===== src/rtl/mcuPkg.sv =====
// shared definitions for the cut-down master coincidence unit
// link word codes, register map, bus widths and the structs passed between blocks
// every design file imports this package

package mcuPkg;

   // link word widths
   localparam int LinkInW  = 8;  // detector -> mcu
   localparam int LinkOutW = 4;  // mcu -> detector

   // fine timing
   localparam int OffsetW    = 6;   // signed trigger offset inside one clock
   localparam int CycleUnits = 32;  // offset units per clock period
   localparam int DiffW      = 8;   // offset difference and its limit

   // wishbone bus
   localparam int WbAdrW = 16;
   localparam int WbDatW = 16;

   // incoming word classes
   localparam logic [LinkInW-1:0] TrigMask = 8'h80;  // bit 7 marks a trigger
   localparam logic [LinkInW-1:0] IdleMask = 8'hCC;  // selects idle type bits
   localparam logic [LinkInW-1:0] Idle0In  = 8'h40;  // carries count[3:0]
   localparam logic [LinkInW-1:0] Idle1In  = 8'h44;
   localparam logic [LinkInW-1:0] Idle2In  = 8'h48;
   localparam logic [LinkInW-1:0] Idle3In  = 8'h4C;  // carries count[15:12]

   // outgoing codes
   localparam logic [LinkOutW-1:0] KIdle0       = 4'h7;
   localparam logic [LinkOutW-1:0] KIdle1       = 4'hB;
   localparam logic [LinkOutW-1:0] KIdle2       = 4'hD;
   localparam logic [LinkOutW-1:0] KIdle3       = 4'hE;
   localparam logic [LinkOutW-1:0] KNoCoinc     = 4'h9;  // reject
   localparam logic [LinkOutW-1:0] KPromptCoinc = 4'h3;  // accept
   localparam logic [LinkOutW-1:0] KSpecial     = 4'hC;  // then four nibbles

   // register map
   localparam logic [WbAdrW-1:0] AdrId       = 16'h0000;  // read only
   localparam logic [WbAdrW-1:0] AdrSpWord   = 16'h0002;  // write also fires the word
   localparam logic [WbAdrW-1:0] AdrTestPatt = 16'h0003;
   localparam logic [WbAdrW-1:0] AdrTestEn   = 16'h0004;  // bit 0 link A, bit 1 link B
   localparam logic [WbAdrW-1:0] AdrDiffMax  = 16'h0005;
   localparam logic [WbAdrW-1:0] AdrBadIdleA = 16'h0010;  // read only
   localparam logic [WbAdrW-1:0] AdrBadIdleB = 16'h0011;  // read only

   // one sampled trigger from a link
   typedef struct packed {
      logic                      trig;
      logic signed [OffsetW-1:0] offset;  // only meaningful with trig
   } trigEvent_t;

   // matcher verdict for one link, at most one flag set, one cycle long
   typedef struct packed {
      logic accept;
      logic reject;
   } coincAnswer_t;

   // per-link transmit control
   typedef struct packed {
      logic [4*LinkOutW-1:0] spWord;       // sent high nibble first
      logic                  sendSpecial;  // single-cycle request
      logic [LinkOutW-1:0]   testPatt;
      logic                  testEn;       // replaces the link output
   } linkCtrl_t;

   // wishbone classic request, master -> slave
   typedef struct packed {
      logic              cyc;
      logic              stb;
      logic              we;
      logic [WbAdrW-1:0] adr;
      logic [WbDatW-1:0] dat;
   } wbReq_t;

   // wishbone classic response, slave -> master
   typedef struct packed {
      logic              ack;
      logic [WbDatW-1:0] dat;
   } wbRsp_t;

endpackage

===== src/rtl/mcuTop.sv =====
// top level of the two-link coincidence unit
// register file on wishbone, one receiver and transmitter per link, shared matcher
// DeviceId is passed through to the register file

module mcuTop #(
   parameter logic [mcuPkg::WbDatW-1:0] DeviceId = '0
) (
   input  logic                         clk,
   input  logic                         rst,
   input  mcuPkg::wbReq_t               wbIn,
   output mcuPkg::wbRsp_t               wbOut,
   input  logic [mcuPkg::LinkInW-1:0]   linkInA,
   input  logic [mcuPkg::LinkInW-1:0]   linkInB,
   output logic [mcuPkg::LinkOutW-1:0]  linkOutA,
   output logic [mcuPkg::LinkOutW-1:0]  linkOutB
);
   import mcuPkg::*;

   trigEvent_t       trigA, trigB;
   coincAnswer_t     answerA, answerB;
   linkCtrl_t        ctrlA, ctrlB;
   logic [DiffW-1:0] diffMax;
   logic [15:0]      badIdleA, badIdleB;

   mcuRegs #(
      .DeviceId(DeviceId)
   ) regs (
      .clk(clk),
      .rst(rst),
      .wbIn(wbIn),
      .wbOut(wbOut),
      .badIdleA(badIdleA),
      .badIdleB(badIdleB),
      .ctrlA(ctrlA),
      .ctrlB(ctrlB),
      .diffMax(diffMax)
   );

   // link A
   linkRx rxA (.clk(clk), .rst(rst), .linkIn(linkInA), .trig(trigA), .badIdle(badIdleA));
   linkTx txA (.clk(clk), .rst(rst), .ctrl(ctrlA), .answer(answerA), .linkOut(linkOutA));

   // link B
   linkRx rxB (.clk(clk), .rst(rst), .linkIn(linkInB), .trig(trigB), .badIdle(badIdleB));
   linkTx txB (.clk(clk), .rst(rst), .ctrl(ctrlB), .answer(answerB), .linkOut(linkOutB));

   coincMatch match (
      .clk(clk),
      .rst(rst),
      .trigA(trigA),
      .trigB(trigB),
      .diffMax(diffMax),
      .answerA(answerA),
      .answerB(answerB)
   );

endmodule


===== src/rtl/coincMatch.sv =====
// A/B coincidence matcher
// a trigger in the centre stage of one side is checked against all three stages
// of the other side, answer registered three edges after the word was sampled

module coincMatch (
   input  logic                       clk,
   input  logic                       rst,
   input  mcuPkg::trigEvent_t         trigA,
   input  mcuPkg::trigEvent_t         trigB,
   input  logic [mcuPkg::DiffW-1:0]   diffMax,
   output mcuPkg::coincAnswer_t       answerA,
   output mcuPkg::coincAnswer_t       answerB
);
   import mcuPkg::*;

   localparam logic signed [DiffW-1:0] Shift = DiffW'(CycleUnits);  // one clock in offset units

   trigEvent_t [2:0] histA;  // [0] newest, [1] centre, [2] oldest
   trigEvent_t [2:0] histB;

   // verdict for the centre trigger of own against every stage of other
   function automatic coincAnswer_t judge(
      input trigEvent_t [2:0] own,
      input trigEvent_t [2:0] other,
      input logic [DiffW-1:0] lim
   );
      coincAnswer_t            res;
      logic signed [DiffW-1:0] diff;
      logic [DiffW-1:0]        absDiff;
      logic                    hit;
      hit = 1'b0;
      for (int i = 0; i < 3; i++) begin
         diff = DiffW'(signed'(other[i].offset)) - DiffW'(signed'(own[1].offset));
         if (i == 0) diff = diff + Shift;  // other side one cycle later
         if (i == 2) diff = diff - Shift;  // other side one cycle earlier
         absDiff = diff[DiffW-1] ? DiffW'(-diff) : DiffW'(diff);  // at most 95
         if (other[i].trig && absDiff <= lim) hit = 1'b1;
      end
      res.accept = own[1].trig && hit;
      res.reject = own[1].trig && !hit;
      return res;
   endfunction

   always_ff @(posedge clk) begin
      if (rst) begin
         histA   <= '0;
         histB   <= '0;
         answerA <= '0;
         answerB <= '0;
      end else begin
         histA   <= {histA[1:0], trigA};
         histB   <= {histB[1:0], trigB};
         answerA <= judge(histA, histB, diffMax);  // same rule both ways
         answerB <= judge(histB, histA, diffMax);
      end
   end

endmodule


===== src/rtl/linkTx.sv =====
// transmit sequencer of one link
// idles cycle Idle0..Idle3, answers and the special word cut in from set states
// test enable overrides the output with the fixed pattern

module linkTx (
   input  logic                         clk,
   input  logic                         rst,
   input  mcuPkg::linkCtrl_t            ctrl,
   input  mcuPkg::coincAnswer_t         answer,
   output logic [mcuPkg::LinkOutW-1:0]  linkOut
);
   import mcuPkg::*;

   typedef enum logic [3:0] {
      StIdle0,
      StIdle1,
      StIdle2,
      StIdle3,
      StNoCoinc,
      StPrompt,
      StSpecial,
      StSpec1,
      StSpec2,
      StSpec3,
      StSpec4
   } txState_t;

   txState_t            state;
   txState_t            nextState;
   logic [LinkOutW-1:0] code;     // output word of the current state
   logic                ansOk;    // state may take an answer
   logic                spOk;     // state may start a special sequence

   always_comb begin
      nextState = StIdle0;
      code      = KIdle0;
      ansOk     = 1'b0;
      spOk      = 1'b0;
      case (state)
         StIdle0: begin
            code      = KIdle0;
            nextState = StIdle1;
            ansOk     = 1'b1;
            spOk      = 1'b1;
         end
         StIdle1: begin
            code      = KIdle1;
            nextState = StIdle2;
            ansOk     = 1'b1;
            spOk      = 1'b1;
         end
         StIdle2: begin
            code      = KIdle2;
            nextState = StIdle3;
            ansOk     = 1'b1;
            spOk      = 1'b1;
         end
         StIdle3: begin
            code      = KIdle3;
            nextState = StIdle0;  // group wraps
            ansOk     = 1'b1;
            spOk      = 1'b1;
         end
         StNoCoinc: begin
            code = KNoCoinc;
            spOk = 1'b1;  // a new answer here is dropped
         end
         StPrompt: begin
            code = KPromptCoinc;
            spOk = 1'b1;
         end
         StSpecial: begin
            code      = KSpecial;
            nextState = StSpec1;
         end
         StSpec1: begin
            code      = ctrl.spWord[3*LinkOutW +: LinkOutW];  // high nibble first
            nextState = StSpec2;
         end
         StSpec2: begin
            code      = ctrl.spWord[2*LinkOutW +: LinkOutW];
            nextState = StSpec3;
         end
         StSpec3: begin
            code      = ctrl.spWord[LinkOutW +: LinkOutW];
            nextState = StSpec4;
         end
         StSpec4: begin
            code  = ctrl.spWord[0 +: LinkOutW];
            ansOk = 1'b1;  // last nibble can be followed straight away
            spOk  = 1'b1;
         end
         default: nextState = StIdle0;
      endcase
      // priority special, accept, reject
      if (ansOk && answer.reject) nextState = StNoCoinc;
      if (ansOk && answer.accept) nextState = StPrompt;
      if (spOk && ctrl.sendSpecial) nextState = StSpecial;
   end

   always_ff @(posedge clk) begin
      if (rst) begin
         state   <= StIdle0;
         linkOut <= KIdle3;  // looks like the end of a group
      end else begin
         state   <= nextState;
         linkOut <= ctrl.testEn ? ctrl.testPatt : code;  // sequencer keeps running under test
      end
   end

endmodule


===== src/rtl/linkRx.sv =====
// receive side of one detector link
// turns incoming words into trigger events and checks the idle group sequence
// badIdle counts every sequence fault, two edges after the word is sampled

module linkRx (
   input  logic                        clk,
   input  logic                        rst,
   input  logic [mcuPkg::LinkInW-1:0]  linkIn,
   output mcuPkg::trigEvent_t          trig,
   output logic [15:0]                 badIdle
);
   import mcuPkg::*;

   logic [LinkInW-1:0] curWord;    // word under check, one edge behind linkIn
   logic [LinkInW-1:0] prevWord;   // the word before it
   logic               curValid;   // no check on the first edge out of reset
   logic [11:0]        grpCnt;     // nibbles of the group being received
   logic [15:0]        idleCnt;    // last completed group count
   logic [15:0]        fullCnt;
   logic [3:0]         nib;        // count bits carried by curWord
   logic               isTrig;
   logic               cur0, cur1, cur2, cur3;
   logic               prev0, prev1, prev2;
   logic               seqBad;     // order fault or unknown word
   logic               cntBad;     // group count did not step by one
   logic               seqBadQ;
   logic               cntBadQ;

   assign isTrig = (curWord & TrigMask) != '0;
   assign cur0   = (curWord & IdleMask) == Idle0In;  // mask has bit 7, so never a trigger
   assign cur1   = (curWord & IdleMask) == Idle1In;
   assign cur2   = (curWord & IdleMask) == Idle2In;
   assign cur3   = (curWord & IdleMask) == Idle3In;
   assign prev0  = (prevWord & IdleMask) == Idle0In;
   assign prev1  = (prevWord & IdleMask) == Idle1In;
   assign prev2  = (prevWord & IdleMask) == Idle2In;

   assign nib     = {curWord[5:4], curWord[1:0]};
   assign fullCnt = {nib, grpCnt};  // valid when curWord is Idle3

   always_comb begin
      seqBad = 1'b0;
      cntBad = 1'b0;
      if (curValid && !isTrig) begin
         if (cur0) begin
            seqBad = (prev0 || prev1 || prev2);  // a trigger or junk before Idle0 is fine
         end else if (cur1) begin
            seqBad = !prev0;
         end else if (cur2) begin
            seqBad = !prev1;
         end else if (cur3) begin
            seqBad = !prev2;
            cntBad = fullCnt != idleCnt + 16'd1;  // may add to an order fault
         end else begin
            seqBad = 1'b1;  // neither trigger nor idle
         end
      end
   end

   // trigger path, valid the cycle after sampling
   always_ff @(posedge clk) begin
      trig.offset <= linkIn[OffsetW:1];
      if (rst) begin
         trig.trig <= 1'b0;
      end else begin
         trig.trig <= (linkIn & TrigMask) != '0;
      end
   end

   // group nibbles, checked against idleCnt when Idle3 arrives
   always_ff @(posedge clk) begin
      if (curValid && cur0) grpCnt[3:0]  <= nib;
      if (curValid && cur1) grpCnt[7:4]  <= nib;
      if (curValid && cur2) grpCnt[11:8] <= nib;
   end

   always_ff @(posedge clk) begin
      if (rst) begin
         curWord  <= '0;
         prevWord <= '0;
         curValid <= 1'b0;
         idleCnt  <= '0;
         seqBadQ  <= 1'b0;
         cntBadQ  <= 1'b0;
         badIdle  <= '0;
      end else begin
         curWord  <= linkIn;
         prevWord <= curWord;
         curValid <= 1'b1;
         seqBadQ  <= seqBad;
         cntBadQ  <= cntBad;
         badIdle  <= badIdle + 16'(seqBadQ) + 16'(cntBadQ);  // wraps
         if (curValid && cur3) idleCnt <= fullCnt;  // next group counts from here
      end
   end

endmodule


===== src/rtl/mcuRegs.sv =====
// control and monitoring registers behind a wishbone classic slave
// holds the special word, test pattern, test enables and diffMax
// reads back the bad-idle counters of both links

module mcuRegs #(
   parameter logic [mcuPkg::WbDatW-1:0] DeviceId = '0  // returned at AdrId
) (
   input  logic                       clk,
   input  logic                       rst,
   input  mcuPkg::wbReq_t             wbIn,
   output mcuPkg::wbRsp_t             wbOut,
   input  logic [15:0]                badIdleA,
   input  logic [15:0]                badIdleB,
   output mcuPkg::linkCtrl_t          ctrlA,
   output mcuPkg::linkCtrl_t          ctrlB,
   output logic [mcuPkg::DiffW-1:0]   diffMax
);
   import mcuPkg::*;

   logic [4*LinkOutW-1:0] spWord;
   logic [LinkOutW-1:0]   testPatt;
   logic [1:0]            testEn;       // one bit per link
   logic                  ack;
   logic [WbDatW-1:0]     rdQ;          // read data, valid with ack
   logic [WbDatW-1:0]     rdData;
   logic                  access;       // new request this cycle
   logic                  spHit;        // special word written, ack cycle
   logic                  sendSpecial;  // one cycle later

   // a request is taken once, the cycle ack is low
   assign access = wbIn.cyc && wbIn.stb && !ack;

   // read mux, narrow registers zero extended
   always_comb begin
      case (wbIn.adr)
         AdrId:       rdData = DeviceId;
         AdrSpWord:   rdData = WbDatW'(spWord);
         AdrTestPatt: rdData = WbDatW'(testPatt);
         AdrTestEn:   rdData = WbDatW'(testEn);
         AdrDiffMax:  rdData = WbDatW'(diffMax);
         AdrBadIdleA: rdData = WbDatW'(badIdleA);
         AdrBadIdleB: rdData = WbDatW'(badIdleB);
         default:     rdData = '0;  // unmapped
      endcase
   end

   always_ff @(posedge clk) begin
      if (access) begin
         rdQ <= rdData;  // a write also returns the old value, ignored by the master
      end
   end

   always_ff @(posedge clk) begin
      if (rst) begin
         ack         <= 1'b0;
         spWord      <= '0;
         testPatt    <= '0;
         testEn      <= '0;
         diffMax     <= '0;
         spHit       <= 1'b0;
         sendSpecial <= 1'b0;
      end else begin
         ack         <= access;  // single cycle, access drops while ack is high
         spHit       <= access && wbIn.we && (wbIn.adr == AdrSpWord);
         sendSpecial <= spHit;   // lands the cycle after ack
         if (access && wbIn.we) begin
            case (wbIn.adr)
               AdrSpWord:   spWord   <= wbIn.dat[4*LinkOutW-1:0];
               AdrTestPatt: testPatt <= wbIn.dat[LinkOutW-1:0];
               AdrTestEn:   testEn   <= wbIn.dat[1:0];
               AdrDiffMax:  diffMax  <= wbIn.dat[DiffW-1:0];
               default: ;  // read-only or unmapped, write dropped
            endcase
         end
      end
   end

   assign wbOut.ack = ack;
   assign wbOut.dat = rdQ;

   // both links share word, pulse and pattern
   // only the enable is split
   assign ctrlA.spWord      = spWord;
   assign ctrlA.sendSpecial = sendSpecial;
   assign ctrlA.testPatt    = testPatt;
   assign ctrlA.testEn      = testEn[0];

   assign ctrlB.spWord      = spWord;
   assign ctrlB.sendSpecial = sendSpecial;
   assign ctrlB.testPatt    = testPatt;
   assign ctrlB.testEn      = testEn[1];

endmodule


===== config.mk =====
export PLATFORM = sky130hd
export DESIGN_NAME = mcuTop
export DESIGN_NICKNAME = d
export VERILOG_FILES = /design/src/rtl/mcuPkg.sv /design/src/rtl/mcuTop.sv /design/src/rtl/coincMatch.sv /design/src/rtl/linkTx.sv /design/src/rtl/linkRx.sv /design/src/rtl/mcuRegs.sv
export SDC_FILE = /design/constraint.sdc
export NUM_CORES = 1
export LEC_CHECK = 0
export BUFFER_PORTS_ARGS = -buffer_cell sky130_fd_sc_hd__buf_2
export CORE_MARGIN = 3
export CORE_UTILIZATION = 55
export DETAILED_ROUTE_END_ITERATION = 16
export PLACE_DENSITY = 0.73
export SYNTH_ARGS = -nofsm -noshare
export SYNTH_HDL_FRONTEND = slang
export SYNTH_HIERARCHICAL = 1
export SYNTH_SLANG_ARGS = --single-unit

===== constraint.sdc =====
create_clock -name clk -period 4.7 [get_ports clk]
set_input_delay 0.235 -clock clk [delete_from_list [all_inputs] [get_ports clk]]
set_output_delay 0.235 -clock clk [all_outputs]
set_load 0.05 [all_outputs]

==> out/results.txt, run 1 <==
The run finished with clean final reports. The count of port buffers added during placement is 77. The max-cap violation count was 0. For the pin with the worst max-slew slack, the measured transition is 1.25 ns. Relative to the synthesized area, the layout overhead comes to 11.2%. Setup violations remaining at the end of the flow were counted as 0. The clock period minus final worst setup slack works out to 4.06 ns.

The maximum net fanout on the critical path is 6. The TritonCTS sink count was 241. The logs give 33.2 mm for the total wirelength of the detailed-routed design and 11000 for the via count of the first global-routing pass. The first-pass GRT wire length came out at 54.8 mm.

The startpoint identified for the worst register-to-register timing path is match/histB[8]. For this run, the register share of the synthesized area comes to 36.8%. Setup repair after global routing left no endpoint under its margin.

For the worst-skew pair, the clock arrives at the later sink with an insertion delay of 0.55 ns. The HPWL after detailed placement was 23.5 mm; the mean area per synthesized cell was 9.12 µm². For this run, the leading register cell type out of synthesis is sky130_fd_sc_hd__dfxtp_1.

Across every metal layer, demand over resource in global routing totals 23.4%. The run gives 0 as the number of antenna violations at the first check in global routing. The top cell type by area accounts for 28.3% of the synthesized area.

The launch instance of the worst min-delay path is rst. The die covers 0.0278 mm². Once the floorplan was initialized, standard cells occupied 56.2% of the core.

The remaining max-slew budget at the tightest pin was 16.6%. The final critical path takes up 86.5% of the cycle. In the post-synthesis netlist, the biggest area contributors are sky130_fd_sc_hd__dfxtp_1 28%, sky130_fd_sc_hd__ha_1 9.9%, sky130_fd_sc_hd__edfxtp_1 8.5%. The run gives 4.50 ns as the endpoint arrival time on the critical path.

At the worst endpoint, the required time is 5.14 ns. STA classifies the critical path endpoint as a flip-flop. The synthesized design spends more area on one cell type than any other, namely sky130_fd_sc_hd__dfxtp_1. Total grt overflow: 0. The flip-flop and latch count after synthesis was 241. The critical path is of the flip-flop to flip-flop type. After clock tree synthesis, the clock-pin slew on the worst setup and hold paths is 0.06 ns.

Cells fill 62.5% of the core in the end. The end of the worst register-to-register path was match/answerB[0]. On the final layout, the worst clock skew is 0.0162 ns. Clock root buffer: sky130_fd_sc_hd__clkbuf_16. The critical-path cell with the highest stage delay was sky130_fd_sc_hd__or4b_4. The count of flip-flops with a built-in enable after synthesis was 40; the count of cells along the worst hold path was 2. The routability congestion estimate was 0.896. The number of hold violations in the final report was 0. Post-CTS repair changed the size of 0 cells. Dividing the detail-routed wire length by the instance count gives 16.8 µm. The cell area after layout is 0.0158 mm². Walking the worst path, the cells encountered are inv_1 -> ha_1 -> ha_1 -> inv_1 -> fa_1 -> nor2b_4 -> o31a_1 -> or4b_4 -> nand3_2 -> mux2_2 -> ha_1 -> nor2b_1 -> o211ai_1 -> a21oi_1 -> nor4bb_1 -> nor4_1 -> and2_1.

The finished layout holds 1970 standard cells, fillers aside. From left edge to right edge, the die measures 167 µm. No sink is reached through more buffers than the 3 on the longest clock path.

Per report_power, the combinational group accounts for 19.6% of the total. TritonCTS built the clock tree. The tools report the capture endpoint of the worst hold path as rxB/badIdle[14]. Measured in cells, the most critical reg-to-reg path has a length of 17. The design draws 5.51 mW. The netlist uses 84 different library cells.

0 antenna diodes ended up in the layout. The switching power is 1.53 mW, and the fraction of final layout cells with drive strength greater than 1 is 11.1%. The logs give 0 for the final max-slew violation count and 1556 for the post-synthesis instance total. In this run the power density over the cells is 349 mW/mm².

The run gives 58 as the number of standard-cell rows in the floorplan. The routed via count is 11300, and the per-cell via count in the routed design is 5.71. Yosys printed 6 warnings. The top-level I/O count was 78; the net count reported at finish was 1792. Relative contribution of the clock network to total power: 40.1%. The count of nets left with antenna violations once routing finished came out at 0.

The worst register-to-register path has a setup slack of 0.64 ns. Entering global routing, the biggest net connects 121 pins. In this run the cell area of the synthesized design comes to 0.0142 mm².

The minimum hold slack was 0.256 ns; the switching power as a share of total power was 27.8%. For this run, the top clock speed supported by timing is 246 MHz. After synthesis, the share of flip-flops with an asynchronous set or reset is 0%. The final worst slack is 0.636 ns, and the area of the placeable core is 0.0253 mm². The number of buffers created by CTS is 27. Buffers added to address setup during post-CTS repair amount to 0. The path class of the tightest hold or removal check is input port to flip-flop.

The total internal power was 3.98 mW; the worst stage delay on the critical path was 0.51 ns. Fill cells in the final layout number 2170. The number of DRC violations after detailed routing came out at 0. The iteration-0 DRC count of the detailed router was 933; the die height was 167 µm. After detailed placement, the total cell area comes to 0.0145 mm². The reported leakage power came out at 6.12 nW. The first detailed-routing pass ran for 5 iterations. The CTS H-tree depth was 1.

Counting stages on the worst path, the most repeated cell is sky130_fd_sc_hd__ha_1. Adding up every negative setup slack in the final design gives 0 ns. Of the total power, registers draw 40.3%. Type of element launching the critical path: a flip-flop. The tools report the cell count after placement as 1888. VDD sags by at most 0.274 mV.

The worst setup slack after placement was 0.638 ns.
-- synthesized netlist by cell type, drive strengths merged (15+ instances only) --
master	n
edfxtp	40
xor2	46
xnor2	57
nand3	61
a21oi	127
nor2	103
nor2b	80
clkbuf	25
nor4	22
nor3	29
ha	112
nand2	124
o21ai	49
inv	87
nand2b	43
mux2i	47
buf	54
a31oi	15
dfxtp	201
nand4	31
and3	18
-- registers in the layout (all words and copies together), names as in the netlist, 4 cells and up --
name / flops
match/histA: 21
match/histB: 21
regs/rdQ: 16
regs/spWord: 16
rxA/badIdle: 16
rxA/idleCnt: 16
rxB/badIdle: 16
rxB/idleCnt: 16
rxA/grpCnt: 12
rxB/grpCnt: 12
regs/diffMax: 8
rxA/curWord: 7
rxA/trig: 7
rxB/curWord: 7
rxB/trig: 7
regs/testPatt: 4
rxA/prevWord: 4
rxB/prevWord: 4
txA/linkOut: 4
txA/state: 4
txB/linkOut: 4
txB/state: 4
-- what timing repair did --
action                     4_1_cts  5_1_grt
hold buffers                    32        0
setup endpoints to repair        0        0
hold endpoints to repair        48        0
-- worst max-delay path: cells and delay by family (launching register included) --
| kind | cells | cell delay, ns |
|---|---|---|
| flops | 1 | 0.38 |
| buf+inv | 2 | 0.23 |
| compound gates | 3 | 0.51 |
| simple gates | 7 | 1.43 |
| mux | 1 | 0.35 |
| fa+ha+maj | 4 | 1.07 |
-- placed cells by master (no fill, tap or decap), drive strengths merged, types with 5 or more instances in the layout --
cell type and instances:
a211oi 8, a21o 7, a21oi 127, a221o 8, a221oi 5, a31oi 15
and3 18, and4 5, buf 80, clkbuf 39, dfxtp 201, dlygate4sd3 32
edfxtp 40, fa 8, ha 112, inv 90, mux2 12, mux2i 47
nand2 124, nand2b 43, nand3 61, nand3b 9, nand4 31, nor2 103
nor2b 80, nor3 29, nor4 22, o211ai 5, o21a 9, o21ai 49
o21bai 11, o22ai 9, o2bb2ai 8, or2 6, or3 13, xnor2 57
xor2 46
-- how the worst max path moves through the flow --
stage	start	end	slack, ns	cells past startpoint
after global routing	match/histB[8]	match/answerB[0]	0.36	17
after floorplan	match/histB[8]	match/answerB[0]	0.96	17
final	match/histB[8]	match/answerB[0]	0.64	17
after global placement	match/histB[8]	match/answerB[0]	0.76	17
after CTS	match/histB[8]	match/answerB[0]	0.62	17
after detailed placement	match/histB[8]	match/answerB[0]	0.64	17
-- power groups by stage --
stage | Sequential (mW) | Clock, mW | Combinational, mW
floorplan | 2.28 | 0 | 0.808
CTS | 2.22 | 2.25 | 1.08
detailed placement | 2.26 | 0 | 1.05
finish | 2.22 | 2.21 | 1.08
global placement | 2.26 | 0 | 1.01
global route | 2.23 | 2.34 | 1.22
-- kinds of logic after synthesis --
| logic type | count (synthesis) | share of synthesized area [%] |
|---|---|---|
| other | 1 | 0.0264 |
| XOR/XNOR | 105 | 6.67 |
| buffers and inverters | 166 | 5.92 |
| adder cells (fa/ha/maj) | 120 | 11.0 |
| AND/OR/NAND/NOR | 568 | 22.2 |
| AO/OA/AOI/OAI | 296 | 13.1 |
| multiplexers | 59 | 4.27 |
| flip-flops | 241 | 36.8 |
-- per-layer routing --
layer / vias up / wire length, µm / GRT usage (%)
met5: - / 0 / 0
met4: 0 / 794 / 6.42
met3: 53 / 1610 / 2.75
met2: 306 / 15700 / 39.8
met1: 5292 / 15100 / 31.6
li1: 5605 / - / -
-- cell type report --
cell class	instances	area (µm²)	area share [%]
Tap cell	330	413	2.61
Timing Repair Buffer	112	734	4.65
Inverter	87	327	2.07
Clock buffer	39	823	5.21
Sequential cell	241	5230	33.1
Multi-Input combinational cell	1150	8140	51.5
Clock inverter	11	135	0.856
Note: power is estimated with default switching activity, not from simulation.
==> run 2, diff against run 1 <==
Settings changed: CTS_BUF_LIST from default to sky130_fd_sc_hd__clkbuf_4 sky130_fd_sc_hd__clkbuf_8.
==> run 2 against run 1 <==
- utilization increased by 0.44 points
- largest cell class unchanged
- setup slack improved by 0.011 ns
- global-route usage rose by 0.16 points
- clock power up 6%
==> out/results.txt, run 2 (synthesized netlist as in run 1, its figures left out) <==
The capture endpoint of the worst hold path is rxA/badIdle[2]. The count of cells along the worst hold path was 2. The fraction of final layout cells with drive strength greater than 1 was 12.9%; the number of hold violations in the final report was 0.

The largest single stage delay on the critical path is 0.51 ns. Type of the worst min-delay path: input port to flip-flop. The run gives 0 as the max-cap violation count. The launch instance of the worst min-delay path is rst. The critical path is of the flip-flop to flip-flop type. With fillers left out, the area of the finished cells amounts to 0.0159 mm².

Post-CTS setup buffer count: 0. The type of element launching the critical path is a flip-flop. At the end of the flow, the number of nets in the layout was 1808. Setup repair after global routing left no endpoint under its margin. The routed layout has 11400 vias.

The final max-slew violation count is 0. The TritonCTS sink count is 241. The library cell used most frequently in the layout, excluding fill and tap cells, is sky130_fd_sc_hd__dfxtp_1. The worst register-to-register path begins at match/histB[8]. The end of the worst register-to-register path is match/answerB[0]. At the worst endpoint, the required time is 5.14 ns. The first-pass GRT wire length was 54.9 mm; the reported leakage power was 6.21 nW. Tracing the worst setup path back leads to its startpoint at match/histB[8].

The depth of the worst register-to-register path is 17. The logs give 0 for the number of DRC violations after detailed routing and 0.311 mV for the highest ir drop seen on vdd. The repair_antennas step left the layout with diodes totalling 0. The via count of the first global-routing pass is 11100. From synthesis to final layout, the design area changed by 12.0%. In this run the power density over the cells is 355 mW/mm². In the global route stage, overall resource usage came out at 23.5%.

The endpoint class of the critical path was a flip-flop. The run gives 0 as the number of antenna violations at the first check in global routing. The longest clock path from root to sink contains 3 buffers. Buffers inserted during clock tree synthesis total 43. The critical-path cell with the highest stage delay was sky130_fd_sc_hd__or4b_4. For the final database, setup skew stands at 0.0239 ns. The clock root buffer was sky130_fd_sc_hd__clkbuf_8. Summed over all layers, the routed wires come to 33.2 mm.

The flow ran to the end, and the final reports show no timing, DRC or antenna violations. Leaving out filler cells and counting taps, the final layout contains 2000. The final core utilization is 63.0%, and the critical path buffer and inverter count is 2.

The critical path goes through inv_1 -> ha_1 -> ha_1 -> inv_1 -> fa_1 -> nor2b_4 -> o31a_1 -> or4b_4 -> nand3_2 -> mux2_2 -> ha_1 -> nor2b_1 -> o211ai_1 -> a21oi_1 -> nor4bb_1 -> nor4_1 -> and2_1. The maximum number of pins on one net before global-route repair was 121; the maximum net fanout on the critical path was 6. Counting tap cells, the placed design contains a total of 1888 instances. By instance count, the cell type seen most on the critical path is sky130_fd_sc_hd__ha_1. The die is 167 µm wide.

The die is 167 µm tall. The number of hold buffers added after CTS was 32. The area of the placeable core is 0.0253 mm². The top-level I/O count was 78; the clock slew at the register clock pins of the worst setup and hold paths was 0.06 ns. Aggregate negative setup slack: 0 ns.

Across all hold checks on the routed design, the worst slack comes to 0.255 ns. The run gives 6 as the first-pass detailed-route iteration total. For the iteration-0 DRC count of the detailed router, the log shows 967. Of the available clock period, the critical path in the final layout requires 86.2%. The largest registers in the layout are match/histA x21, match/histB x21.

The logs give 4.49 ns for the endpoint arrival time on the critical path and 2 for the CTS H-tree depth. After floorplanning, the core was divided into 58 placement rows. The clock period minus final worst setup slack is 4.05 ns. Once detail routing completed, the nets flagged for antenna violations numbered 0.

For this run the aggregate overflow at the end of global routing stands at 0. The initial standard-cell utilization of the core was 56.2%. After clock tree synthesis, the repair step resized 0 gates. The insertion delay of the later-clocked pin in the worst-skew pair was 0.55 ns. For flop-to-flop paths, the worst setup slack is 0.65 ns.

The full die area is 0.0278 mm², and the transition time of the tightest slew-check pin is 1.21 ns. The post-detailed-route wirelength per cell is 16.6 µm. The highest clock rate came out at 247 MHz. In this design, the largest share of critical-path delay is due to simple AND/OR/NAND/NOR gates. Detailed placement ended at an HPWL of 23.5 mm. Setup violations remaining at the end of the flow were counted as 0. Using the TritonRoute via totals, the vias-per-cell ratio works out to 5.70. At the end of routability-driven placement, the weighted congestion stood at 0.896.

The count of port buffers added during placement came out at 77. The remaining max-slew budget at the tightest pin came out at 19.3%. Leaving out fill and tap cells, the most frequent cells in the layout are 201 x sky130_fd_sc_hd__dfxtp_1, 125 x sky130_fd_sc_hd__a21oi_1, 124 x sky130_fd_sc_hd__nand2_1. TritonCTS built the clock tree. The run gives 0.0145 mm² as the post-placement cell area.
run 2: cell types whose count changed in the layout (fill, tap and decap cells not counted), sizes merged:
cell      delta
bufinv       +4
clkbuf      +26
clkinv       +4
clkinvlp     -2
inv          -2
run 2: through the flow:
stage               worst slack, ns  total power, mW
floorplan                     0.956             3.09
global placement              0.758             3.28
detailed placement            0.638             3.31
CTS                           0.640             5.70
global route                  0.383             5.96
finish                        0.647             5.65
run 2: layer usage:
metal / routed length, µm / global-route usage (%) / vias up
li1: - / - / 5639
met1: 15100 / 31.6 / 5373
met2: 15800 / 39.2 / 317
met3: 1550 / 3.37 / 63
met4: 847 / 7.89 / 0
met5: 0 / 0 / -
run 2: how the worst max path moves through the flow:
stage	cells after the start	slack, ns	end
6_report	17	0.65	match/answerB[0]
3_3_place_gp	17	0.76	match/answerB[0]
2_1_floorplan	17	0.96	match/answerB[0]
3_5_place_dp	17	0.64	match/answerB[0]
4_1_cts	17	0.64	match/answerB[0]
5_1_grt	17	0.38	match/answerB[0]
run 2: where the power goes:
| group | internal [mW] | total (mW) | switching [mW] |
|---|---|---|---|
| sequential | 2.16 | 2.22 | 0.0642 |
| combinational | 0.483 | 1.08 | 0.597 |
| clock | 1.48 | 2.35 | 0.869 |
run 2: final cells by class:
class | instances | area (µm²)
Fill cell | 2163 | 9350
Clock buffer | 65 | 838
Inverter | 87 | 327
Clock inverter | 15 | 230
Sequential cell | 241 | 5230
Tap cell | 330 | 413
Multi-Input combinational cell | 1150 | 8140
Timing Repair Buffer | 112 | 734
